## src/source/mem_pkg.sv

```systemverilog
package mem_pkg;

    localparam int ADDR_W     = 32;
    localparam int DATA_W     = 32;
    localparam int REG_IDX_W  = 5;
    localparam int OFFSET_W   = 12;
    localparam int PN_W       = ADDR_W - OFFSET_W;
    localparam int PLV_W      = 2;
    localparam int EXCP_W     = 7;
    localparam int BYTE_LANES = DATA_W / 8;

    typedef logic [ADDR_W-1:0]     addr_t;
    typedef logic [ADDR_W-3:0]     word_addr_t;
    typedef logic [DATA_W-1:0]     word_t;
    typedef logic [BYTE_LANES-1:0] byte_en_t;
    typedef logic [REG_IDX_W-1:0]  reg_idx_t;
    typedef logic [PN_W-1:0]       vppn_t;
    typedef logic [PN_W-1:0]       ppn_t;
    typedef logic [PLV_W-1:0]      plv_t;
    typedef logic [EXCP_W-1:0]     excp_vec_t;

    // Most restricted privilege level
    localparam plv_t USER_PLV = 2'd3;

    // Exception vector bit positions
    localparam int EXCP_IN   = 0;
    localparam int EXCP_ADEM = 1;
    localparam int EXCP_TLBR = 2;
    localparam int EXCP_PME  = 3;
    localparam int EXCP_PPI  = 4;
    localparam int EXCP_PIS  = 5;
    localparam int EXCP_PIL  = 6;

    typedef enum logic [3:0] {
        op_none,
        op_ld_b,
        op_ld_bu,
        op_ld_h,
        op_ld_hu,
        op_ld_w,
        op_st_b,
        op_st_h,
        op_st_w,
        op_ll_w,
        op_sc_w
    } mem_op_e;

    typedef struct packed {
        logic  e;
        vppn_t vppn;
        ppn_t  ppn;
        logic  v;
        logic  d;
        plv_t  plv;
    } tlb_entry_t;

    typedef struct packed {
        logic  found;
        logic  v;
        logic  d;
        plv_t  plv;
        addr_t paddr;
    } tlb_result_t;

    typedef struct packed {
        logic     valid;
        mem_op_e  op;
        addr_t    vaddr;
        word_t    reg2;
        logic     wreg;
        reg_idx_t waddr;
        word_t    wdata;
        logic     trans_en;
        logic     in_excp;
    } ex_mem_t;

    typedef struct packed {
        logic       ce;
        logic       we;
        word_addr_t addr;
        byte_en_t   sel;
        word_t      data;
    } dmem_req_t;

    typedef struct packed {
        logic      valid;
        mem_op_e   op;
        addr_t     paddr;
        logic      wreg;
        reg_idx_t  waddr;
        word_t     wdata;
        excp_vec_t excp;
    } mem1_mem2_t;

    typedef struct packed {
        logic     valid;
        logic     wreg;
        logic     ready;
        reg_idx_t waddr;
        word_t    wdata;
    } forward_t;

    typedef struct packed {
        logic      valid;
        logic      wreg;
        reg_idx_t  waddr;
        word_t     wdata;
        excp_vec_t excp;
    } wb_t;

endpackage

```

## src/source/dtlb.sv

```systemverilog
module dtlb #(
    parameter int TLB_ENTRIES = 8
) (
    input  logic                             clk,
    input  logic                             rst,
    input  logic                             we_i,
    input  logic [$clog2(TLB_ENTRIES)-1:0]   windex_i,
    input  mem_pkg::tlb_entry_t              wentry_i,
    input  mem_pkg::addr_t                   vaddr_i,
    output mem_pkg::tlb_result_t             result_o
);

    mem_pkg::tlb_entry_t entries [TLB_ENTRIES];
    mem_pkg::vppn_t      lookup_vppn;
    mem_pkg::ppn_t       hit_ppn;
    logic                dup_hit;

    assign lookup_vppn = vaddr_i[mem_pkg::ADDR_W-1:mem_pkg::OFFSET_W];

    // Fill port, one entry per cycle
    always_ff @(posedge clk) begin
        if (rst) begin
            for (int i = 0; i < TLB_ENTRIES; i++) begin
                entries[i] <= '0;
            end
        end else if (we_i) begin
            entries[windex_i] <= wentry_i;
        end
    end

    // Walk downwards so the lowest matching index wins
    always_comb begin
        result_o = '0;
        hit_ppn  = '0;
        for (int i = TLB_ENTRIES - 1; i >= 0; i--) begin
            if (entries[i].e && entries[i].vppn == lookup_vppn) begin
                result_o.found = 1'b1;
                result_o.v     = entries[i].v;
                result_o.d     = entries[i].d;
                result_o.plv   = entries[i].plv;
                hit_ppn        = entries[i].ppn;
            end
        end
        result_o.paddr = {hit_ppn, vaddr_i[mem_pkg::OFFSET_W-1:0]};
    end

    // Any pair of live entries sharing a page number
    always_comb begin
        dup_hit = 1'b0;
        for (int i = 0; i < TLB_ENTRIES; i++) begin
            for (int j = i + 1; j < TLB_ENTRIES; j++) begin
                if (entries[i].e && entries[j].e && entries[i].vppn == entries[j].vppn) begin
                    dup_hit = 1'b1;
                end
            end
        end
    end

    a_no_dup_vppn: assert property (@(posedge clk) disable iff (rst) !dup_hit)
        else $error("dtlb: two valid entries map the same vppn");

endmodule

```

## config.mk

```make
export PLATFORM = sky130hd
export DESIGN_NAME = dtlb
export DESIGN_NICKNAME = d
export VERILOG_FILES = /design/src/source/mem_pkg.sv /design/src/source/dtlb.sv
export SDC_FILE = /design/constraint.sdc
export NUM_CORES = 1
export LEC_CHECK = 0
export CORE_UTILIZATION = 45
export CTS_BUF_LIST = sky130_fd_sc_hd__clkbuf_8
export CTS_CLUSTER_DIAMETER = 30
export DETAILED_ROUTE_END_ITERATION = 12
export DONT_BUFFER_PORTS = 1
export GPL_ROUTABILITY_DRIVEN = 0
export GPL_TIMING_DRIVEN = 0
export HOLD_SLACK_MARGIN = 0.06
export PLACE_DENSITY_LB_ADDON = 0.05
export SYNTH_ARGS = -nofsm -noshare
export SYNTH_HDL_FRONTEND = slang
export SYNTH_SLANG_ARGS = --single-unit
```

## constraint.sdc

```tcl
create_clock -name clk -period 2.8 [get_ports clk]
set_input_delay 0 -clock clk [delete_from_list [all_inputs] [get_ports clk]]
set_output_delay 0 -clock clk [all_outputs]
set_load 0.03 [all_outputs]
```

==> key figures <==
Status
  • Status: complete, but fails checks
  • Failing checks: setup timing

Synth
  • Synth Cell Area: 17,100 um^2
  • Synth area leader: edfxtp_1
  • Synth top area cells: edfxtp_1 (63%), and2_1 (13%), xnor2_1 (6.6%), xor2_1 (1.6%), buf_4 (1.2%)
  • Synth Instances: between 1,000 and 1,500
  • FF+latch count, synth: 360
  • Post-synthesis async set-or-reset flop share: 0%
  • Post-synth EDFFs: 360
  • Yosys warns: 0
  • Syn Nets: 1,351
  • Commonest cells post-synth: and2_1 (361), edfxtp_1 (360), xnor2_1 (128), nand2_1 (49), clkbuf_1 (38)
  • Sequential-to-total area share from yosys stat: 63.3%
  • Cell with the most instances after synthesis: and2_1
  • Ys flop type: edfxtp_1
  • Top cell type's share of synthesized area: 63.3%
  • Average size of a mapped cell: 13.5 um^2
  • Synth cell types: between 40 and 50

Place
  • Port bufs: 0
  • Worst Setup Slack post-DPL: -1010 ps
  • Placed cell count: ~1,800
  • Final HPWL DP: roughly 31 mm

Global routing
  • First-pass GRT wire length: between 70 and 80 mm
  • Initial antenna violation count: 3
  • GRT overflow: 0
  • Overall Global Routing Usage: 27.4%
  • Largest net degree at the start of global routing: 46
  • Vias in the first global route: 11,100

Worst hold path
  • Worst Hold Launch: windex_i[1]
  • Worst min-delay path class: in -> reg
  • Hold EP: entries[1][25]
  • Min-Delay Path Depth: 3

CTS
  • CTS Buf Count: 85
  • Num Clock Sinks: between 300 and 400
  • H-tree depth: 3
  • Maximum buffer depth of the clock tree: 3
  • Clk pin slew, worst setup/hold paths: 50 ps
  • CTS tree: yes
  • Root Driver: clkbuf_8

Drt
  • Residual DRC: 0
  • Vias per std cell: around 5.4
  • DR iter-0 viols: 791
  • Routed WL per cell: 25.9 um
  • Vias: 10,900
  • Total wire length: 52.2 mm
  • Post-DRT Antenna Nets: 0
  • Drt pass-1 iters: 5

STA
  • RSZ-0062 raised after global routing: yes
  • Actual slew at the worst max-slew pin: 1340 ps
  • Setup-failing EPs final: 25
  • Final TNS setup: -11,170 ps
  • Setup WS post-layout: -494 ps
  • Max_slew headroom: between 10 and 15%
  • Fin crit share: 118%
  • Final hold vios: 0
  • Fin. max-slew vios: 0
  • Tmin final: 3290 ps
  • WHS: about 100 ps
  • FMAX: 304 MHz

Cells and area
  • Share of post-route cells with drive strength above 1: approximately 23%
  • Layout area overhead: 27.8%
  • Top Registers: entries (360)
  • Max reg flops: between 300 and 400
  • Reg with most FFs: entries
  • Nets: 1,523
  • Non-filler cells, final: a little over 2,000

Worst setup path
  • CP peak stage delay: around 440 ps
  • WS Path Type: reg -> out
  • Worst-path cell chain: xnor2_2, nand4_1, nor4_4, buf_4, a22oi_2, and3b_2, buf_12, a2bb2oi_4, a32oi_4
  • Worst setup SP type: flop
  • Data arrival, critical path: 3290 ps
  • Crit Path Max Fanout: 10
  • CP required: between 2000 and 3000 ps
  • Crit path max-delay cell type: nor4_4
  • Crit end category: output port

Power
  • Clock power frac: around 47%
  • Int Pwr: 10.4 mW
  • VDD IR-drop max: between 300 and 400 uV
  • Pwr Total: ~14 mW
  • Leakage: 7.67 nW
  • Seq pwr share: approximately 47%
  • Pwr Density: 626 nW/um^2
  • Combinational Power Share: 6.3%
  • Switching share of power: 23.8%
  • Switching power: 3.25 mW

Floorplan
  • Die footprint: 38,700 um^2
  • Site row count: 70
  • Core Box Area: ~37,000 um^2
  • DIE HEIGHT: between 150 and 200 um
  • Die Wd: 197 um
  • Io pins: 120
  • Initial Util: a little under half

Flow run
  • Max-cap violations: 0
-- worst max path at each step --
stage | start | end | cells after the start
final | entries[3][38] | result_o[16] | 9
after global routing | entries[2][36] | result_o[33] | 12
after CTS | entries[3][38] | result_o[26] | 8
after detailed placement | entries[0][24] | result_o[33] | 8
after global placement | entries[0][33] | result_o[33] | 8
after floorplan | entries[6][28] | result_o[29] | 8
-- cell type report --
cell class	instances	area [um^2]
fillers	3054	15200
flip-flops and latches	360	10800
multi-input cells	808	6960
clock buffers	87	1200
repair buffers	86	887
plain buffers	94	723
well taps	504	631
clock inverters	69	569
inverters	5	22.5
diodes	2	5.00
-- what timing repair did --
item                                    4_1_cts  5_1_grt
hold buffers                                 53        0
gates cloned                                  0        3
gates resized for setup                     162       67
hold endpoints to repair                    360        0
endpoints found under the setup margin       25       25
setup buffers                                18       12
pin swaps                                    22       24
-- worst max-delay path, delay by kind of cell (launching register included) --
kind                      cells  cell delay [ps]
AOI/OAI and AO/OA             3              480
buffers and inverters         2              370
and+or+nand+nor               3             1130
DFF                           1              410
xor gates and xnor gates      1              260
-- cell families after synthesis --
family / Yosys count / share of synthesized area, %
AO/OA/AOI/OAI: 125 / 6.22
XOR/XNOR: 160 / 8.21
flip-flops: 360 / 63.3
AND/OR/NAND/NOR: 523 / 18.7
buffers and inverters: 100 / 3.56
-- metal layers --
layer | global-route usage, % | share of wire, %
met5 | 1.02 | 0.12
met1 | 39.7 | 46
met4 | 8.73 | 1.8
met3 | 6.91 | 7.8
met2 | 40.1 | 45
-- power groups by stage --
stage               combinational (mW)  sequential [mW]  clock [mW]
floorplan                        0.472             6.47           0
global placement                 0.692             6.49           0
detailed placement               0.695             6.50           0
CTS                              0.856             6.42        6.43
global route                     0.918             6.46        6.70
finish                           0.863             6.43        6.37
-- through the flow --
stage                     util, %  cell area [um^2]
after floorplan                 -             17100
after global placement       47.9             17700
after detailed placement     47.9             17700
after CTS                    57.5             21300
after global routing         59.0             21800
final                        59.0             21800
-- cell usage in the layout (no fill, tap or decap), types with 22 or more instances in the layout --
cell type      count
buf_4             46
nand2_1           39
clkbuf_8          87
and2_1           360
nand4_1           28
dlygate4sd3_1     53
a41oi_1           22
edfxtp_1         360
clkbuf_1          34
xor2_1            31
a32oi_4           22
xnor2_1          117
(Power assumes the default switching activity.)
