===== src/source/mem_pkg.sv =====
package mem_pkg;

    localparam int ADDR_W     = 32;
    localparam int DATA_W     = 32;
    localparam int REG_IDX_W  = 5;
    localparam int OFFSET_W   = 12;
    localparam int PN_W       = ADDR_W - OFFSET_W;
    localparam int PLV_W      = 2;
    localparam int EXCP_W     = 7;
    localparam int BYTE_LANES = DATA_W / 8;

    typedef logic [ADDR_W-1:0]     addr_t;
    typedef logic [ADDR_W-3:0]     word_addr_t;
    typedef logic [DATA_W-1:0]     word_t;
    typedef logic [BYTE_LANES-1:0] byte_en_t;
    typedef logic [REG_IDX_W-1:0]  reg_idx_t;
    typedef logic [PN_W-1:0]       vppn_t;
    typedef logic [PN_W-1:0]       ppn_t;
    typedef logic [PLV_W-1:0]      plv_t;
    typedef logic [EXCP_W-1:0]     excp_vec_t;

    // Most restricted privilege level
    localparam plv_t USER_PLV = 2'd3;

    // Exception vector bit positions
    localparam int EXCP_IN   = 0;
    localparam int EXCP_ADEM = 1;
    localparam int EXCP_TLBR = 2;
    localparam int EXCP_PME  = 3;
    localparam int EXCP_PPI  = 4;
    localparam int EXCP_PIS  = 5;
    localparam int EXCP_PIL  = 6;

    typedef enum logic [3:0] {
        op_none,
        op_ld_b,
        op_ld_bu,
        op_ld_h,
        op_ld_hu,
        op_ld_w,
        op_st_b,
        op_st_h,
        op_st_w,
        op_ll_w,
        op_sc_w
    } mem_op_e;

    typedef struct packed {
        logic  e;
        vppn_t vppn;
        ppn_t  ppn;
        logic  v;
        logic  d;
        plv_t  plv;
    } tlb_entry_t;

    typedef struct packed {
        logic  found;
        logic  v;
        logic  d;
        plv_t  plv;
        addr_t paddr;
    } tlb_result_t;

    typedef struct packed {
        logic     valid;
        mem_op_e  op;
        addr_t    vaddr;
        word_t    reg2;
        logic     wreg;
        reg_idx_t waddr;
        word_t    wdata;
        logic     trans_en;
        logic     in_excp;
    } ex_mem_t;

    typedef struct packed {
        logic       ce;
        logic       we;
        word_addr_t addr;
        byte_en_t   sel;
        word_t      data;
    } dmem_req_t;

    typedef struct packed {
        logic      valid;
        mem_op_e   op;
        addr_t     paddr;
        logic      wreg;
        reg_idx_t  waddr;
        word_t     wdata;
        excp_vec_t excp;
    } mem1_mem2_t;

    typedef struct packed {
        logic     valid;
        logic     wreg;
        logic     ready;
        reg_idx_t waddr;
        word_t    wdata;
    } forward_t;

    typedef struct packed {
        logic      valid;
        logic      wreg;
        reg_idx_t  waddr;
        word_t     wdata;
        excp_vec_t excp;
    } wb_t;

endpackage


===== src/source/mem1_stage.sv =====
module mem1_stage (
    input  logic                  clk,
    input  logic                  rst,
    input  logic                  flush_i,
    input  logic                  advance_i,
    input  mem_pkg::ex_mem_t      ex_i,
    input  mem_pkg::plv_t         csr_plv_i,
    input  mem_pkg::tlb_result_t  tlb_i,
    input  logic                  dmem_ready_i,
    input  logic                  dmem_ack_i,
    input  logic                  llbit_i,
    output logic                  advance_ready_o,
    output mem_pkg::dmem_req_t    dmem_req_o,
    output logic                  llbit_we_o,
    output logic                  llbit_value_o,
    output mem_pkg::forward_t     forward_o,
    output mem_pkg::mem1_mem2_t   mem2_o
);

    mem_pkg::addr_t      paddr;
    mem_pkg::excp_vec_t  excp;
    mem_pkg::mem1_mem2_t rec;
    logic                is_load;
    logic                is_store;
    logic                load_op;
    logic                store_op;
    logic                access_mem;
    logic                sc_fail;
    logic                mem_access;

    assign paddr = ex_i.trans_en ? tlb_i.paddr : ex_i.vaddr;

    always_comb begin
        is_load  = 1'b0;
        is_store = 1'b0;
        case (ex_i.op)
            mem_pkg::op_ld_b, mem_pkg::op_ld_bu, mem_pkg::op_ld_h, mem_pkg::op_ld_hu,
            mem_pkg::op_ld_w, mem_pkg::op_ll_w: is_load = 1'b1;
            mem_pkg::op_st_b, mem_pkg::op_st_h, mem_pkg::op_st_w,
            mem_pkg::op_sc_w: is_store = 1'b1;
            default: ;
        endcase
    end

    assign load_op    = ex_i.valid && is_load;
    assign store_op   = ex_i.valid && is_store;
    assign access_mem = load_op || store_op;

    // Translation and privilege checks
    assign excp[mem_pkg::EXCP_IN]   = ex_i.valid && ex_i.in_excp;
    assign excp[mem_pkg::EXCP_ADEM] = access_mem && (csr_plv_i == mem_pkg::USER_PLV)
                                      && ex_i.vaddr[mem_pkg::ADDR_W-1];
    assign excp[mem_pkg::EXCP_TLBR] = access_mem && ex_i.trans_en && !tlb_i.found;
    assign excp[mem_pkg::EXCP_PIL]  = load_op && ex_i.trans_en && !tlb_i.v;
    assign excp[mem_pkg::EXCP_PIS]  = store_op && ex_i.trans_en && !tlb_i.v;
    assign excp[mem_pkg::EXCP_PPI]  = access_mem && ex_i.trans_en && tlb_i.v
                                      && (csr_plv_i > tlb_i.plv);
    assign excp[mem_pkg::EXCP_PME]  = store_op && ex_i.trans_en && tlb_i.v
                                      && (csr_plv_i <= tlb_i.plv) && !tlb_i.d;

    // A failing sc_w never touches memory
    assign sc_fail    = (ex_i.op == mem_pkg::op_sc_w) && !llbit_i;
    assign mem_access = access_mem && (excp == '0) && !sc_fail;

    assign advance_ready_o = !mem_access || dmem_ack_i;

    always_comb begin
        dmem_req_o = '0;
        if (mem_access && dmem_ready_i) begin
            dmem_req_o.ce   = 1'b1;
            dmem_req_o.addr = paddr[mem_pkg::ADDR_W-1:2];
            case (ex_i.op)
                mem_pkg::op_ld_b, mem_pkg::op_ld_bu: begin
                    dmem_req_o.sel = 4'b0001 << paddr[1:0];
                end
                mem_pkg::op_ld_h, mem_pkg::op_ld_hu: begin
                    dmem_req_o.sel = 4'b0011 << paddr[1:0];
                end
                mem_pkg::op_st_b: begin
                    dmem_req_o.we   = 1'b1;
                    dmem_req_o.sel  = 4'b0001 << paddr[1:0];
                    dmem_req_o.data = mem_pkg::word_t'(ex_i.reg2[7:0]) << {paddr[1:0], 3'b000};
                end
                mem_pkg::op_st_h: begin
                    dmem_req_o.we   = 1'b1;
                    dmem_req_o.sel  = 4'b0011 << paddr[1:0];
                    dmem_req_o.data = mem_pkg::word_t'(ex_i.reg2[15:0]) << {paddr[1:0], 3'b000};
                end
                mem_pkg::op_st_w, mem_pkg::op_sc_w: begin
                    dmem_req_o.we   = 1'b1;
                    dmem_req_o.sel  = 4'b1111;
                    dmem_req_o.data = ex_i.reg2;
                end
                default: begin
                    // ld_w and ll_w read the whole word
                    dmem_req_o.sel = 4'b1111;
                end
            endcase
        end
    end

    // Record for mem2 and link bit update
    always_comb begin
        rec.valid     = ex_i.valid;
        rec.op        = ex_i.op;
        rec.paddr     = paddr;
        rec.wreg      = ex_i.wreg;
        rec.waddr     = ex_i.waddr;
        rec.wdata     = ex_i.wdata;
        rec.excp      = excp;
        llbit_we_o    = 1'b0;
        llbit_value_o = 1'b0;
        if (access_mem && excp == '0) begin
            case (ex_i.op)
                mem_pkg::op_ll_w: begin
                    llbit_we_o    = advance_i;
                    llbit_value_o = 1'b1;
                end
                mem_pkg::op_sc_w: begin
                    rec.wreg  = 1'b1;
                    rec.wdata = mem_pkg::word_t'(llbit_i);
                    // Success consumes the link
                    llbit_we_o = advance_i && llbit_i;
                end
                default: ;
            endcase
        end
    end

    // Load data is not known until mem2
    assign forward_o.valid = ex_i.valid;
    assign forward_o.wreg  = rec.wreg;
    assign forward_o.ready = !is_load;
    assign forward_o.waddr = rec.waddr;
    assign forward_o.wdata = rec.wdata;

    always_ff @(posedge clk) begin
        if (rst || flush_i) begin
            mem2_o <= '0;
        end else if (advance_i) begin
            mem2_o <= rec;
        end
    end

    a_advance_when_ready: assert property (@(posedge clk) disable iff (rst)
        advance_i |-> advance_ready_o)
        else $error("mem1_stage: advance raised while a memory access is outstanding");

endmodule


===== config.mk =====
export PLATFORM = sky130hd
export DESIGN_NAME = mem1_stage
export DESIGN_NICKNAME = d
export VERILOG_FILES = /design/src/source/mem_pkg.sv /design/src/source/mem1_stage.sv
export SDC_FILE = /design/constraint.sdc
export NUM_CORES = 1
export LEC_CHECK = 0
export BUFFER_PORTS_ARGS = -buffer_cell sky130_fd_sc_hd__clkbuf_2
export CORE_AREA = 3 3 134 136
export DETAILED_ROUTE_END_ITERATION = 10
export DIE_AREA = 0 0 137 139
export PLACE_DENSITY = 0.58
export SLEW_MARGIN = 0
export SYNTH_ARGS = -nofsm -noshare
export SYNTH_HDL_FRONTEND = slang
export SYNTH_SLANG_ARGS = --single-unit

===== constraint.sdc =====
create_clock -name clk -period 3.8 [get_ports clk]
set_clock_uncertainty 0.1 [all_clocks]
set_input_delay 1.14 -clock clk [delete_from_list [all_inputs] [get_ports clk]]
set_output_delay 1.14 -clock clk [all_outputs]
set_load 0.05 [all_outputs]

==> impl_metrics.tcl <==
set metrics [dict create \
    antenna_found_initial 0 \
    ys_seq_elements 82 \
    hold_viol 0 \
    drt-initial-drc-count 275 \
    relSlewSlack_pct 53.5 \
    cts_made_buffers 9 \
    syn_avg_cell_area_sq_um 7.62 \
    ys_types 50 \
    yosysSeqAreaShare_pct 34.5 \
    clock.fmax_mhz 238 \
    busiest_layer "met2" \
    cp.arrival_ps 2960 \
    most-common-layout-cells "clkbuf_2, buf_4, dfxtp_1" \
    largest_register_ff_count 82 \
    synth_nets 782 \
    use_met2_pct 41.4 \
    clk_pin_slew_ps 60 \
    p_per_area_mw_per_mm2 265 \
    power.share.clock_pct 32.1 \
    cp-start-kind "input pin" \
    period_needed_ps 4200 \
    start_util_pct 27.9 \
    grt_max_degree 60 \
    net-switching-power_mw 0.959 \
    num_antenna_cells 0 \
    rsz0062_at_grt "yes" \
    sw_frac_of_total_pct 34.5 \
    layout.nets 1221 \
    critPathMaxFanout 3 \
    ctsLongestPathBuffers 2 \
    antenna_left 0 \
    grt_use_met3_pct 5.95 \
    cts_hold_buf 0 \
    reg.largest.list "mem2_o: 82 flops" \
    first_pass_iters 4 \
    layout_commonest_cell "clkbuf_2" \
    synth_top_area_share_pct 34.5 \
    wl_per_cell_um 17.6 \
    end_kind "output pin" \
    clk_latency_ps 340 \
    drc 0 \
    setup_viol 104 \
    synth_area_leader_cell "dfxtp_1" \
    place_area_sq_mm 0.00859 \
    combinationalPowerShare_pct 35.3 \
    io_pins 348 \
    grt_pass1_wl_um 33800 \
    ir_drop_v 0.000188 \
    numPlacedInstances 1239 \
    required_ps 2560 \
    grt_usage_pct 22.4 \
    die_w_um 137 \
    final_area_sq_mm 0.0105 \
    hpwl_um 16200 \
    drive_gt1_share_pct 59.8 \
    die_y_um 139 \
    pre_cts_slack_ps -545 \
    die-area_sq_mm 0.0190 \
    p_seq_share_pct 32.6 \
    regMostFlops "mem2_o" \
    status "finished with violations" \
    max_cap_violations 0 \
    synth_area_sq_mm 0.00476 \
    timing.setup.tns_ps -31600 \
    area_delta_synth_final_pct 120 \
    first_global_vias 6443 \
    avgViaCountPerCell 4.89 \
    setup_ws_ps -403 \
    hp-class "reg2reg" \
    cts_tree "built" \
    core-area_sq_mm 0.0171 \
    violations "setup timing" \
    syn_inst 625 \
    vias 6328 \
    path_class "in2out" \
    cts_root_buf "clkbuf_16" \
    p_leak_nw 4.71 \
    grt_util_met1_pct 25.2 \
    cts_num_sinks 82 \
    slew_viol_final 0 \
    grt-ovfl-total 0 \
    htreeDepth 3 \
    rows 48 \
    internal_power_mw 1.82 \
    drt-total-wl_um 22800 \
    gp_congestion 0.848 \
    synth_warnings 0 \
    final.period_utilization_pct 111 \
    synth.area.top_cells "dfxtp_1, nor2_1, mux2i_1, a211oi_1, nand2_1" \
    port_buffers 347 \
    stdcell_count 1294 \
    tightest_slew_ps 698 \
]
==> power by group through the flow <==
stage               Combinational (mW)  Clock (mW)  Sequential, mW
CTS                              0.951       0.921           0.906
floorplan                        0.413           0            1.03
global route                      1.03       0.954           0.910
global placement                 0.839           0           0.924
finish                           0.982       0.892           0.907
detailed placement               0.842           0           0.926
==> synthesized netlist by cell type, drive strengths merged <==
master / count
clkinv: 1
nand4b: 1
a31o: 1
nor3b: 1
o21a: 1
and2: 1
buf: 30
a31oi: 1
o31a: 1
a21oi: 28
a22oi: 16
a2111oi: 1
and3: 3
clkbuf: 28
ha: 2
or4: 1
a211oi: 34
and3b: 2
nor2: 123
nor2b: 37
o211a: 2
dfxtp: 82
mux2: 3
nand3: 44
nand3b: 2
o31ai: 1
or3: 1
o21bai: 1
or2: 3
mux2i: 42
a21o: 4
inv: 5
a2bb2oi: 8
a221oi: 3
nand2: 62
o22a: 1
o21ai: 35
o22ai: 1
nor3: 5
nor4: 1
nand2b: 4
or3b: 1
o311ai: 1
==> worst max-delay path, cell delays in order <==
cell       delay [ps]
clkbuf_16         120
inv_12             30
ha_4              250
nor2b_4           160
o22a_1            200
a21o_1            190
buf_4             130
buf_6              90
nand3_4            80
buf_12            140
a2111oi_4         260
buf_12            190
==> repair_timing <==
item / 4_1_cts / 5_1_grt
pin swaps: 27 / 23
setup buffers: 21 / 15
setup endpoints to repair: 104 / 104
gates resized for setup: 203 / 112
cloned: 11 / 1
==> metrics by stage <==
stage	utilization, %	total power, mW	hold slack [ps]
final	61.4	2.78	355
after global routing	61.4	2.90	376
after detailed placement	50.4	1.77	345
after floorplan	-	1.45	570
after global placement	50.4	1.76	336
after CTS	60.4	2.78	359
==> path summary, 6_finish.rpt <==
path              depth (start not counted)  slack (ps)         end  startpoint
setup / recovery                         12        -400  llbit_we_o   tlb_i[33]
hold / removal                            2         350  mem2_o[26]  mem2_o[26]
setup reg to reg                          3        2910   mem2_o[2]   mem2_o[2]
hold reg to reg                           2         350  mem2_o[26]  mem2_o[26]
==> area by class of cell <==
| cell class | count | area (sq um) |
|---|---|---|
| Fill cell | 1403 | 6580 |
| Sequential cell | 82 | 1640 |
| Inverter | 6 | 38.8 |
| Clock buffer | 10 | 229 |
| Timing Repair Buffer | 486 | 4500 |
| Multi-Input combinational cell | 479 | 3710 |
| Clock inverter | 6 | 73.8 |
| Tap cell | 225 | 282 |
==> logic make-up after synthesis <==
family / share of synthesized area [%]
compound gates: 19.6
fa+ha+maj: 0.526
buf+inv: 6.81
flops: 34.5
mux: 9.54
simple gates: 29.0
==> routing by layer <==
layer / part of all wire (%) / vias to the layer above
li1: - / 3054
met4: 1.7 / 0
met5: 0 / -
met3: 7.7 / 26
met2: 53 / 275
met1: 37 / 2973
Power figures use the tool's default switching activity.
