**config.mk**
```make
export PLATFORM = sky130hd
export DESIGN_NAME = mem2_stage
export DESIGN_NICKNAME = d
export VERILOG_FILES = /design/src/source/mem_pkg.sv /design/src/source/mem2_stage.sv
export SDC_FILE = /design/constraint.sdc
export NUM_CORES = 1
export LEC_CHECK = 0
export BUFFER_PORTS_ARGS = -buffer_cell sky130_fd_sc_hd__buf_2
export CORE_AREA = 2 2 84 119
export CTS_BUF_LIST = sky130_fd_sc_hd__clkbuf_16
export CTS_CLUSTER_DIAMETER = 60
export CTS_CLUSTER_SIZE = 40
export DETAILED_ROUTE_END_ITERATION = 8
export DIE_AREA = 0 0 86 121
export PLACE_DENSITY = 0.75
export SYNTH_ARGS = -nofsm -noshare
export SYNTH_HDL_FRONTEND = slang
export SYNTH_SLANG_ARGS = --single-unit
```
**constraint.sdc**
```tcl
create_clock -name clk -period 3.12 [get_ports clk]
set_input_delay 0.468 -clock clk [delete_from_list [all_inputs] [get_ports clk]]
set_output_delay 0.468 -clock clk [all_outputs]
set_load 0.05 [all_outputs]
```
**src/source/mem_pkg.sv**
```systemverilog
package mem_pkg;

    localparam int ADDR_W     = 32;
    localparam int DATA_W     = 32;
    localparam int REG_IDX_W  = 5;
    localparam int OFFSET_W   = 12;
    localparam int PN_W       = ADDR_W - OFFSET_W;
    localparam int PLV_W      = 2;
    localparam int EXCP_W     = 7;
    localparam int BYTE_LANES = DATA_W / 8;

    typedef logic [ADDR_W-1:0]     addr_t;
    typedef logic [ADDR_W-3:0]     word_addr_t;
    typedef logic [DATA_W-1:0]     word_t;
    typedef logic [BYTE_LANES-1:0] byte_en_t;
    typedef logic [REG_IDX_W-1:0]  reg_idx_t;
    typedef logic [PN_W-1:0]       vppn_t;
    typedef logic [PN_W-1:0]       ppn_t;
    typedef logic [PLV_W-1:0]      plv_t;
    typedef logic [EXCP_W-1:0]     excp_vec_t;

    // Most restricted privilege level
    localparam plv_t USER_PLV = 2'd3;

    // Exception vector bit positions
    localparam int EXCP_IN   = 0;
    localparam int EXCP_ADEM = 1;
    localparam int EXCP_TLBR = 2;
    localparam int EXCP_PME  = 3;
    localparam int EXCP_PPI  = 4;
    localparam int EXCP_PIS  = 5;
    localparam int EXCP_PIL  = 6;

    typedef enum logic [3:0] {
        op_none,
        op_ld_b,
        op_ld_bu,
        op_ld_h,
        op_ld_hu,
        op_ld_w,
        op_st_b,
        op_st_h,
        op_st_w,
        op_ll_w,
        op_sc_w
    } mem_op_e;

    typedef struct packed {
        logic  e;
        vppn_t vppn;
        ppn_t  ppn;
        logic  v;
        logic  d;
        plv_t  plv;
    } tlb_entry_t;

    typedef struct packed {
        logic  found;
        logic  v;
        logic  d;
        plv_t  plv;
        addr_t paddr;
    } tlb_result_t;

    typedef struct packed {
        logic     valid;
        mem_op_e  op;
        addr_t    vaddr;
        word_t    reg2;
        logic     wreg;
        reg_idx_t waddr;
        word_t    wdata;
        logic     trans_en;
        logic     in_excp;
    } ex_mem_t;

    typedef struct packed {
        logic       ce;
        logic       we;
        word_addr_t addr;
        byte_en_t   sel;
        word_t      data;
    } dmem_req_t;

    typedef struct packed {
        logic      valid;
        mem_op_e   op;
        addr_t     paddr;
        logic      wreg;
        reg_idx_t  waddr;
        word_t     wdata;
        excp_vec_t excp;
    } mem1_mem2_t;

    typedef struct packed {
        logic     valid;
        logic     wreg;
        logic     ready;
        reg_idx_t waddr;
        word_t    wdata;
    } forward_t;

    typedef struct packed {
        logic      valid;
        logic      wreg;
        reg_idx_t  waddr;
        word_t     wdata;
        excp_vec_t excp;
    } wb_t;

endpackage

```
**src/source/mem2_stage.sv**
```systemverilog
module mem2_stage (
    input  logic                 clk,
    input  logic                 rst,
    input  logic                 flush_i,
    input  logic                 advance_i,
    input  mem_pkg::mem1_mem2_t  mem1_i,
    input  mem_pkg::word_t       rdata_i,
    output mem_pkg::wb_t         wb_o
);

    mem_pkg::word_t rdata_q;
    mem_pkg::word_t shifted;
    mem_pkg::word_t result;

    // Word returned in the ack cycle of this instruction
    always_ff @(posedge clk) begin
        if (advance_i) begin
            rdata_q <= rdata_i;
        end
    end

    assign shifted = rdata_q >> {mem1_i.paddr[1:0], 3'b000};

    always_comb begin
        case (mem1_i.op)
            mem_pkg::op_ld_b: begin
                result = {{24{shifted[7]}}, shifted[7:0]};
            end
            mem_pkg::op_ld_bu: begin
                result = {24'b0, shifted[7:0]};
            end
            mem_pkg::op_ld_h: begin
                result = {{16{shifted[15]}}, shifted[15:0]};
            end
            mem_pkg::op_ld_hu: begin
                result = {16'b0, shifted[15:0]};
            end
            mem_pkg::op_ld_w, mem_pkg::op_ll_w: begin
                result = rdata_q;
            end
            default: begin
                result = mem1_i.wdata;
            end
        endcase
    end

    always_ff @(posedge clk) begin
        if (rst || flush_i) begin
            wb_o <= '0;
        end else if (advance_i) begin
            wb_o.valid <= mem1_i.valid;
            // Excepting instructions never write the register file
            wb_o.wreg  <= mem1_i.wreg && (mem1_i.excp == '0);
            wb_o.waddr <= mem1_i.waddr;
            wb_o.wdata <= result;
            wb_o.excp  <= mem1_i.excp;
        end
    end

endmodule

```
==> results.yml, run 1 <==
sta:
  timing.clock.skew_ns: 0.00481
  timing.max_slew.rel_slack_pct: 42.0
  fin_worst_hold_slack_ns: 0.313
  worst-slew-pin-transition_ns: 0.866
  rsz_0062_raised_after_global_routing: "false"
  finalSetupViolCount: 0
  period_share_pct: 63.1
  fin_tns_setup_ns: 0
  final-hold-violation-count: 0
  drv_slew: 0
  period_needed_ns: 1.97
  max_freq_ghz: 0.508
yosys:
  synth-warning-count: 0
  ys.flop_type: "sky130_fd_sc_hd__dfxtp_1"
  synth_seq_cells: 78
  netlist-cell-type-count: 48
  syn_inst: 338
  post-synth-top-area-fraction_pct: 26.3
  ys_top_cells_by_area: "sky130_fd_sc_hd__edfxtp_1, sky130_fd_sc_hd__dfxtp_1, sky130_fd_sc_hd__a22oi_1"
  synth_seq_area_share_pct: 51.5
  ys_async_sr_fraction_pct: 0
  avgSynthCellArea_um2: 10.8
  edff_count_synth: 32
  synth.cell_area_um2: 3650
  postSynthNetCount: 456
  cell_type_with_the_largest_total_area_after_synthesis: "sky130_fd_sc_hd__edfxtp_1"
worst_setup_path:
  timing.critical_path.arrival_ns: 2.22
  timing.critical_path.to_type: "flop"
  r2r-start: "rdata_q[23]"
  crit_required_ns: 3.37
  worst-path-max-fanout: 16
  worstSetupStartpointType: "input port"
  setup.worst_path.start: "flush_i"
  path_class: "input port to flop"
floorplan:
  core-area_um2: 9300
  die-area_um2: 10400
  start_util_pct: 39.3
  floorplan_die_height_um: 121
  floorplan.rows: 42
  dieWidth_um: 86
  i_o_pin_count: 164
hold_path:
  hp-start: "rdata_i[3]"
  min-delay-path-class: "input port to flop"
finish:
  finish.net_count: 575
  insertedDiodeCount: 0
  final.fill_count: 857
  areaGrowthSynthToFinish_pct: 27.9
  instances_no_fill: 572
  final_layout_size_suffix_gt1_share_pct: 36.1
  post-route-cell-area_um2: 4670
placement:
  place_congestion: 0.823
  dp.final_hpwl_um: 7500
  placement.io_buffers: 133
  total_placed_instance_area_um2: 4360
  dpl.cell_count: 556
power:
  total_leakage_power_nw: 1.92
  seq_power_share_pct: 44.1
  ir_worst_vdd_v: 0.000310
  power_frac_comb_pct: 14.7
  total_power_w: 0.00265
  switching_share_pct: 26.3
  power_switching_w: 0.000697
  power_per_cell_area_nw_per_um2: 568
  cellInternalPower_w: 0.00196
  clockPowerShare_pct: 41.2
route:
  finalWirelength_um: 10300
  drt-pass1-iter-count: 5
  detailroute.via_count: 3251
  drcViolationCount: 0
  ant_nets: 0
  drt_iter0_markers: 264
  wire_per_inst_um: 17.9
  vias_per_cell: 5.68
run_status:
  run_status: "finished, final reports clean"
cts:
  clockBufferDepth: 2
  postCtsSetupRepairBufs: 0
  h_tree_depth_reported_by_cts: 3
  clockRootBuffer: "sky130_fd_sc_hd__clkbuf_16"
  cts.hold.buffers_added: 0
  insertion_delay_ns: 0.33
  cts_tree: "yes"
  cts_num_sinks: 78
  clkTransAtPathRegs_ns: 0.06
  cts-buffers-inserted: 9
  post_cts_resize_count: 0
flow_run:
  drv.max_cap_violation_count: 0
global_route:
  pin_count_of_the_biggest_net_entering_global_routing: 59
  grtUsageTotal_pct: 20.1
  antenna_found_initial: 0
  grt_remaining_overflow: 0
  grt_pass1_wl_um: 16000
  first_global_vias: 3107
registers in the layout (all words and copies together) (netlist names):
| name | flops |
|---|---|
| rdata_q | 32 |
| wb_o | 46 |
kinds of logic (layout without fill, tap and decap cells):
family	count (synthesis)	after routing	share of synthesized area, %
AO/OA/AOI/OAI	123	123	26.3
AND/OR/NAND/NOR	79	79	10.8
flip-flops	78	78	51.5
buffers and inverters	34	158	4.76
multiplexers	23	23	6.41
XOR/XNOR	1	1	0.240
cell type report:
type / count / area (um^2) / share of cell area [%]
sequential: 78 / 1880 / 40.3
multi-input combinational: 226 / 1600 / 34.2
timing repair buffer: 140 / 731 / 15.6
clock buffer: 9 / 225 / 4.82
tap: 110 / 138 / 2.95
clock inverter: 7 / 88.8 / 1.90
inverter: 2 / 7.51 / 0.161
synthesized netlist by cell type, types with 2 or more instances:
library cell and count:
sky130_fd_sc_hd__nor2_1 17, sky130_fd_sc_hd__a211oi_1 12, sky130_fd_sc_hd__mux2i_1 22, sky130_fd_sc_hd__a21oi_1 2, sky130_fd_sc_hd__nand2b_1 2, sky130_fd_sc_hd__dfxtp_1 46
sky130_fd_sc_hd__a21oi_4 3, sky130_fd_sc_hd__nor3_1 15, sky130_fd_sc_hd__a22oi_1 32, sky130_fd_sc_hd__clkbuf_1 14, sky130_fd_sc_hd__nor2b_1 8, sky130_fd_sc_hd__nand3b_1 3
sky130_fd_sc_hd__a222oi_1 8, sky130_fd_sc_hd__o21ai_0 30, sky130_fd_sc_hd__o2bb2ai_1 7, sky130_fd_sc_hd__buf_6 2, sky130_fd_sc_hd__a211oi_2 3, sky130_fd_sc_hd__a211o_1 7
sky130_fd_sc_hd__nand2_1 24, sky130_fd_sc_hd__edfxtp_1 32, sky130_fd_sc_hd__o21ai_1 3, sky130_fd_sc_hd__buf_4 5, sky130_fd_sc_hd__a32oi_1 7, sky130_fd_sc_hd__buf_2 10
cells in the final DEF (no fill, tap or decap), drive strengths merged, types with 3 or more instances in the layout:
| cell | netlist | final |
|---|---|---|
| buf | 18 | 140 |
| dfxtp | 46 | 46 |
| o21ai | 33 | 33 |
| a22oi | 32 | 32 |
| edfxtp | 32 | 32 |
| nand2 | 24 | 24 |
| mux2i | 23 | 23 |
| nor2 | 17 | 17 |
| nor3 | 15 | 15 |
| a211oi | 15 | 15 |
| clkbuf | 14 | 9 |
| a222oi | 8 | 8 |
| nor2b | 8 | 8 |
| o2bb2ai | 7 | 7 |
| a211o | 7 | 7 |
| a32oi | 7 | 7 |
| clkinv | 1 | 5 |
| a21oi | 5 | 5 |
| nand3b | 3 | 3 |
| nand2b | 3 | 3 |
metrics by stage:
step / utilization, % / setup WS [ns]
6_report: 50.2 / 1.15
5_1_grt: 50.2 / 0.884
4_1_cts: 50.2 / 1.14
3_5_place_dp: 46.8 / 0.794
3_3_place_gp: 46.8 / 0.809
2_1_floorplan: - / 1.42
path summary, 6_finish.rpt:
| kind | end | slack [ns] | cells after the start |
|---|---|---|---|
| hold / removal | rdata_q[3] | 0.31 | 1 |
| hold reg to reg | wb_o[5] | 0.49 | 2 |
| setup / recovery | wb_o[25] | 1.15 | 5 |
| setup reg to reg | wb_o[38] | 1.23 | 4 |
per-layer routing:
| layer | global-route usage, % | part of all wire, % |
|---|---|---|
| met1 | 24.7 | 40 |
| met2 | 34.1 | 52 |
| met3 | 4.63 | 7.4 |
| met4 | 7.14 | 1.1 |
| met5 | 0 | 0 |
worst max-delay path, cell delays in order:
cell and delay, ns:
sky130_fd_sc_hd__buf_2 0.10, sky130_fd_sc_hd__or2_1 0.44, sky130_fd_sc_hd__nor2_1 0.75, sky130_fd_sc_hd__o21ai_0 0.23, sky130_fd_sc_hd__a22oi_1 0.22
power by group through the flow:
stage          clock network [W]  logic, W  registers [W]
2_1_floorplan                  0  0.000183        0.00126
3_3_place_gp                   0  0.000383        0.00119
3_5_place_dp                   0  0.000391        0.00119
4_1_cts                  0.00112  0.000392        0.00117
5_1_grt                  0.00116  0.000422        0.00118
6_report                 0.00109  0.000391        0.00117
Note: power is estimated with default switching activity, not from simulation.
==> run 2: changes to the inputs <==
--- a/config.mk
+++ b/config.mk
@@ -12,7 +12,7 @@
 export CTS_CLUSTER_SIZE = 40
 export DETAILED_ROUTE_END_ITERATION = 8
 export DIE_AREA = 0 0 86 121
-export PLACE_DENSITY = 0.75
+export PLACE_DENSITY = 0.78
 export SYNTH_ARGS = -nofsm -noshare
 export SYNTH_HDL_FRONTEND = slang
 export SYNTH_SLANG_ARGS = --single-unit
==> constraint.sdc (replaced) <==
create_clock -name clk -period 1.8 [get_ports clk]
set_input_delay 0.27 -clock clk [delete_from_list [all_inputs] [get_ports clk]]
set_output_delay 0.27 -clock clk [all_outputs]
set_load 0.05 [all_outputs]
==> results.yml, run 2 (synthesis results as in run 1) <==
finish:
  mostFrequentLayoutCell: "sky130_fd_sc_hd__buf_2"
  areaGrowthSynthToFinish_pct: 30.5
  instances_no_fill: 583
  finish.net_count: 585
  max_flop_register: "wb_o"
  final_layout_size_suffix_gt1_share_pct: 37.1
  reg_top3: "wb_o: 46 flops, rdata_q: 32 flops"
  largest_reg_flops: 46
  mostFrequentLayoutCells: "sky130_fd_sc_hd__buf_2, sky130_fd_sc_hd__dfxtp_1, sky130_fd_sc_hd__a22oi_1, sky130_fd_sc_hd__edfxtp_1, sky130_fd_sc_hd__o21ai_0"
  final_core_util_pct: 51.2
route:
  drt-pass1-iter-count: 6
  detailroute.via_count: 3316
  drcViolationCount: 0
  ant_nets: 0
  finalWirelength_um: 10500
  wire_per_inst_um: 18.0
  vias_per_cell: 5.69
  drt_iter0_markers: 322
global_route:
  grt_remaining_overflow: 0
  first_global_vias: 3283
  pin_count_of_the_biggest_net_entering_global_routing: 51
  antenna_found_initial: 1
  grtUsageTotal_pct: 20.0
  grt_pass1_wl_um: 16200
power:
  power_per_cell_area_nw_per_um2: 941
  ir_worst_vdd_v: 0.000617
  total_leakage_power_nw: 1.98
worst_setup_path:
  crit_path_top_delay_cell: "sky130_fd_sc_hd__edfxtp_1"
  timing.critical_path.arrival_ns: 1.74
  path_class: "flop to flop"
  timing.critical_path.to_type: "flop"
  crit_required_ns: 2.00
  r2r-start: "rdata_q[31]"
  endpoint: "wb_o[36]"
  worstSetupStartpointType: "flop"
  setup.worst_path.start: "rdata_q[31]"
  worstReg2RegEnd: "wb_o[36]"
  r2r_slack_ns: 0.26
  worstPathCellList: "mux2i_2 -> mux2i_1 -> o311ai_4 -> buf_12 -> a22oi_1"
  ff2ff_path_depth: 5
  critical-path-max-stage-delay_ns: 0.44
  worst-path-max-fanout: 16
floorplan:
  floorplan_die_height_um: 121
  start_util_pct: 39.3
  die-area_um2: 10400
  dieWidth_um: 86
  i_o_pin_count: 164
  core-area_um2: 9300
  floorplan.rows: 42
sta:
  max_freq_ghz: 0.649
  drv_slew: 0
  fin_tns_setup_ns: 0
  rsz_0062_raised_after_global_routing: "false"
  finalSetupViolCount: 0
  period_share_pct: 85.6
  worst-slew-pin-transition_ns: 0.577
  timing.max_slew.rel_slack_pct: 61.4
  final-hold-violation-count: 0
  timing.clock.skew_ns: 0.00583
  fin_worst_hold_slack_ns: 0.116
  period_needed_ns: 1.54
cts:
  post_cts_resize_count: 0
  clockRootBuffer: "sky130_fd_sc_hd__clkbuf_16"
  cts_tree: "yes"
  cts_num_sinks: 78
  insertion_delay_ns: 0.32
  clkTransAtPathRegs_ns: 0.06
  cts-buffers-inserted: 9
  h_tree_depth_reported_by_cts: 3
  postCtsSetupRepairBufs: 0
  cts.hold.buffers_added: 0
  clockBufferDepth: 2
run_status:
  run_status: "finished, final reports clean"
placement:
  dp.final_hpwl_um: 7630
  place_congestion: 0.834
  placement.io_buffers: 133
  dpl.cell_count: 566
hold_path:
  min-delay-path-class: "input port to flop"
flow_run:
  drv.max_cap_violation_count: 0
## run 2: cell types whose count changed in the layout (fill, tap and decap cells not counted), sizes merged
cell and delta:
diode +1, bufinv -1, clkinvlp -1, buf +10, inv +3, clkinv -1
## run 2: how the worst min path moves through the flow
stage | from | slack, ns | cells past startpoint | endpoint
after global placement | rdata_i[31] | 0.45 | 1 | rdata_q[31]
after detailed placement | rdata_i[19] | 0.45 | 1 | rdata_q[19]
after global routing | rdata_i[19] | 0.10 | 1 | rdata_q[19]
after CTS | rdata_i[19] | 0.11 | 1 | rdata_q[19]
final | rdata_i[19] | 0.12 | 1 | rdata_q[19]
after floorplan | rdata_i[0] | 0.37 | 0 | rdata_q[0]
## run 2: layer usage
metal | share of wire, % | GRT usage [%] | vias to the layer above
met4 | 3.3 | 10.8 | 0
met5 | 0 | 0 | -
met1 | 39 | 24.5 | 1555
met2 | 50 | 32.4 | 158
li1 | - | - | 1571
met3 | 7.2 | 4.29 | 32
## run 2: report_power, final
group | internal, W | switching [W] | leakage [nW] | total, W
logic | 0.000271 | 0.000455 | 1.14 | 0.000726
clock network | 0.00105 | 0.000682 | 0.147 | 0.00173
registers | 0.00195 | 0.0000738 | 0.688 | 0.00202
total | 0.00327 | 0.00121 | 1.98 | 0.00448
## run 2: final cells by class
class,count,area (um^2)
antenna,1,2.50
clock buffer,9,225
clock inverter,7,56.3
fill,841,4540
inverter,2,7.51
multi-input combinational,226,1600
sequential,78,1880
tap,110,138
timing repair buffer,150,856
## run 2: worst max-delay path: cells and delay by family (launching register included)
kind | cells | cell delay [ns]
flip-flops | 1 | 0.44
AO/OA/AOI/OAI | 2 | 0.36
buffers and inverters | 1 | 0.19
multiplexers | 2 | 0.43
## run 2: stage by stage
| stage | power [W] | setup slack, ns | instance area (um^2) |
|---|---|---|---|
| 3_3_place_gp | 0.00276 | 0.140 | 4480 |
| 4_1_cts | 0.00450 | 0.279 | 4760 |
| 3_5_place_dp | 0.00278 | 0.0722 | 4480 |
| 2_1_floorplan | 0.00250 | 0.303 | 3650 |
| 6_report | 0.00448 | 0.259 | 4760 |
| 5_1_grt | 0.00463 | 0.176 | 4760 |
==> run 3: changes to the inputs <==
--- a/config.mk
+++ b/config.mk
@@ -12,7 +12,7 @@
 export CTS_CLUSTER_SIZE = 40
 export DETAILED_ROUTE_END_ITERATION = 8
 export DIE_AREA = 0 0 86 121
-export PLACE_DENSITY = 0.78
+export PLACE_DENSITY = 0.75
 export SYNTH_ARGS = -nofsm -noshare
 export SYNTH_HDL_FRONTEND = slang
 export SYNTH_SLANG_ARGS = --single-unit
==> constraint.sdc (replaced) <==
create_clock -name clk -period 1.47 [get_ports clk]
set_input_delay 0.2205 -clock clk [delete_from_list [all_inputs] [get_ports clk]]
set_output_delay 0.2205 -clock clk [all_outputs]
set_load 0.05 [all_outputs]
==> results.yml, run 3 (synthesis results as in run 1) <==
cts:
  cts-buffers-inserted: 9
  cts_tree: "yes"
  clkTransAtPathRegs_ns: 0.06
  h_tree_depth_reported_by_cts: 3
  cts_num_sinks: 78
  clockBufferDepth: 2
  clockRootBuffer: "sky130_fd_sc_hd__clkbuf_16"
  insertion_delay_ns: 0.34
route:
  vias_per_cell: 5.52
  wire_per_inst_um: 17.4
  drt-pass1-iter-count: 4
  drcViolationCount: 0
  drt_iter0_markers: 228
  detailroute.via_count: 3312
  finalWirelength_um: 10400
  ant_nets: 0
global_route:
  first_global_vias: 3315
  grt_pass1_wl_um: 16300
  grt_remaining_overflow: 0
  pin_count_of_the_biggest_net_entering_global_routing: 33
  antenna_found_initial: 0
  grtUsageTotal_pct: 20.2
finish:
  insertedDiodeCount: 0
  area.sequential_um2: 1880
  final_layout_size_suffix_gt1_share_pct: 40.6
  finish.net_count: 603
  largest_reg_flops: 46
  post-route-cell-area_um2: 4950
  reg_top3: "wb_o: 46 flops, rdata_q: 32 flops"
  mostFrequentLayoutCell: "sky130_fd_sc_hd__buf_2"
  mostFrequentLayoutCells: "sky130_fd_sc_hd__buf_2, sky130_fd_sc_hd__dfxtp_1, sky130_fd_sc_hd__a22oi_1, sky130_fd_sc_hd__edfxtp_1, sky130_fd_sc_hd__o21ai_0"
  areaGrowthSynthToFinish_pct: 35.5
  final.fill_count: 822
  max_flop_register: "wb_o"
  area_of_the_multi_input_gates_um2: 1630
floorplan:
  dieWidth_um: 86
  i_o_pin_count: 164
  floorplan_die_height_um: 121
  floorplan.rows: 42
  core-area_um2: 9300
  start_util_pct: 39.3
  die-area_um2: 10400
sta:
  post-route-worst-setup-slack_ns: 0.0108
  rsz_0062_raised_after_global_routing: "true"
  worst-slew-pin-transition_ns: 0.497
  final-hold-violation-count: 0
  finalSetupViolCount: 0
  period_share_pct: 99.3
  fin_worst_hold_slack_ns: 0.0582
  timing.max_slew.rel_slack_pct: 66.8
  period_needed_ns: 1.46
  max_freq_ghz: 0.685
  timing.clock.skew_ns: 0.00910
  drv_slew: 0
power:
  clockPowerShare_pct: 38.7
  switching_share_pct: 27.3
  power_per_cell_area_nw_per_um2: 1130
  seq_power_share_pct: 44.4
  total_leakage_power_nw: 2.06
  power_frac_comb_pct: 16.9
  cellInternalPower_w: 0.00406
  ir_worst_vdd_v: 0.000684
  total_power_w: 0.00559
  power_switching_w: 0.00153
worst_setup_path:
  worstSetupStartpointType: "flop"
  worst-path-max-fanout: 16
  worstPathCellList: "mux2i_4 -> mux2i_2 -> o311ai_4 -> buf_12 -> a22oi_1"
  crit_path_top_delay_cell: "sky130_fd_sc_hd__edfxtp_1"
  timing.critical_path.to_type: "flop"
  timing.critical_path.arrival_ns: 1.67
  crit_required_ns: 1.68
  critical-path-max-stage-delay_ns: 0.42
  path_class: "flop to flop"
placement:
  total_placed_instance_area_um2: 4610
  placement.io_buffers: 133
  preCtsSetupSlack_ns: -0.0987
  place_congestion: 0.824
  dp.final_hpwl_um: 7880
hold_path:
  min-delay-path-class: "input port to flop"
flow_run:
  drv.max_cap_violation_count: 0
run_status:
  run_status: "finished, final reports clean"
run 3: stage by stage:
stage | utilization (%) | cells | setup TNS, ns
after global placement | 49.5 | 581 | -1.44
after detailed placement | 49.5 | 581 | -2.44
after CTS | 53.0 | 599 | 0
after floorplan | - | 338 | 0
after global routing | 53.2 | 600 | -0.836
final | 53.2 | 600 | 0
run 3: what timing repair did:
action / CTS / global route
hold buffers: 0 / 0
endpoints found under the hold margin: 0 / 0
gates resized for setup: 3 / 2
buffers inserted: 2 / 1
endpoints found under the setup margin: 17 / 22
run 3: final cells by class:
| class | count | area share [%] |
|---|---|---|
| clock inverter | 7 | 1.32 |
| clock buffer | 9 | 4.55 |
| sequential | 78 | 38.0 |
| inverter | 2 | 0.152 |
| timing repair buffer | 168 | 20.3 |
| tap | 110 | 2.78 |
| multi-input combinational | 226 | 32.9 |
run 3: final timing paths:
check	from	to	slack (ns)	cells past startpoint
setup reg to reg	rdata_q[15]	wb_o[27]	0.01	5
hold reg to reg	wb_o[44]	wb_o[44]	0.47	2
hold / removal	rdata_i[22]	rdata_q[22]	0.06	1
setup / recovery	rdata_q[15]	wb_o[27]	0.01	5
run 3: critical path, delay by kind of cell (launching register included):
kind | cells | cell delay [ns]
flops | 1 | 0.42
mux | 2 | 0.38
compound gates | 2 | 0.35
buf+inv | 1 | 0.18
run 3: power groups by stage:
stage               sequential, W  clock (W)  combinational, W
finish                    0.00248    0.00217          0.000943
global route              0.00249    0.00230           0.00101
CTS                       0.00248    0.00222          0.000938
detailed placement        0.00253          0          0.000919
global placement          0.00252          0          0.000900
floorplan                 0.00267          0          0.000388
run 3: per-layer routing:
metal | GRT usage, % | part of all wire, %
met1 | 23.6 | 40
met3 | 5.58 | 7.4
met5 | 0 | 0
met4 | 8.93 | 2.4
met2 | 34.1 | 50
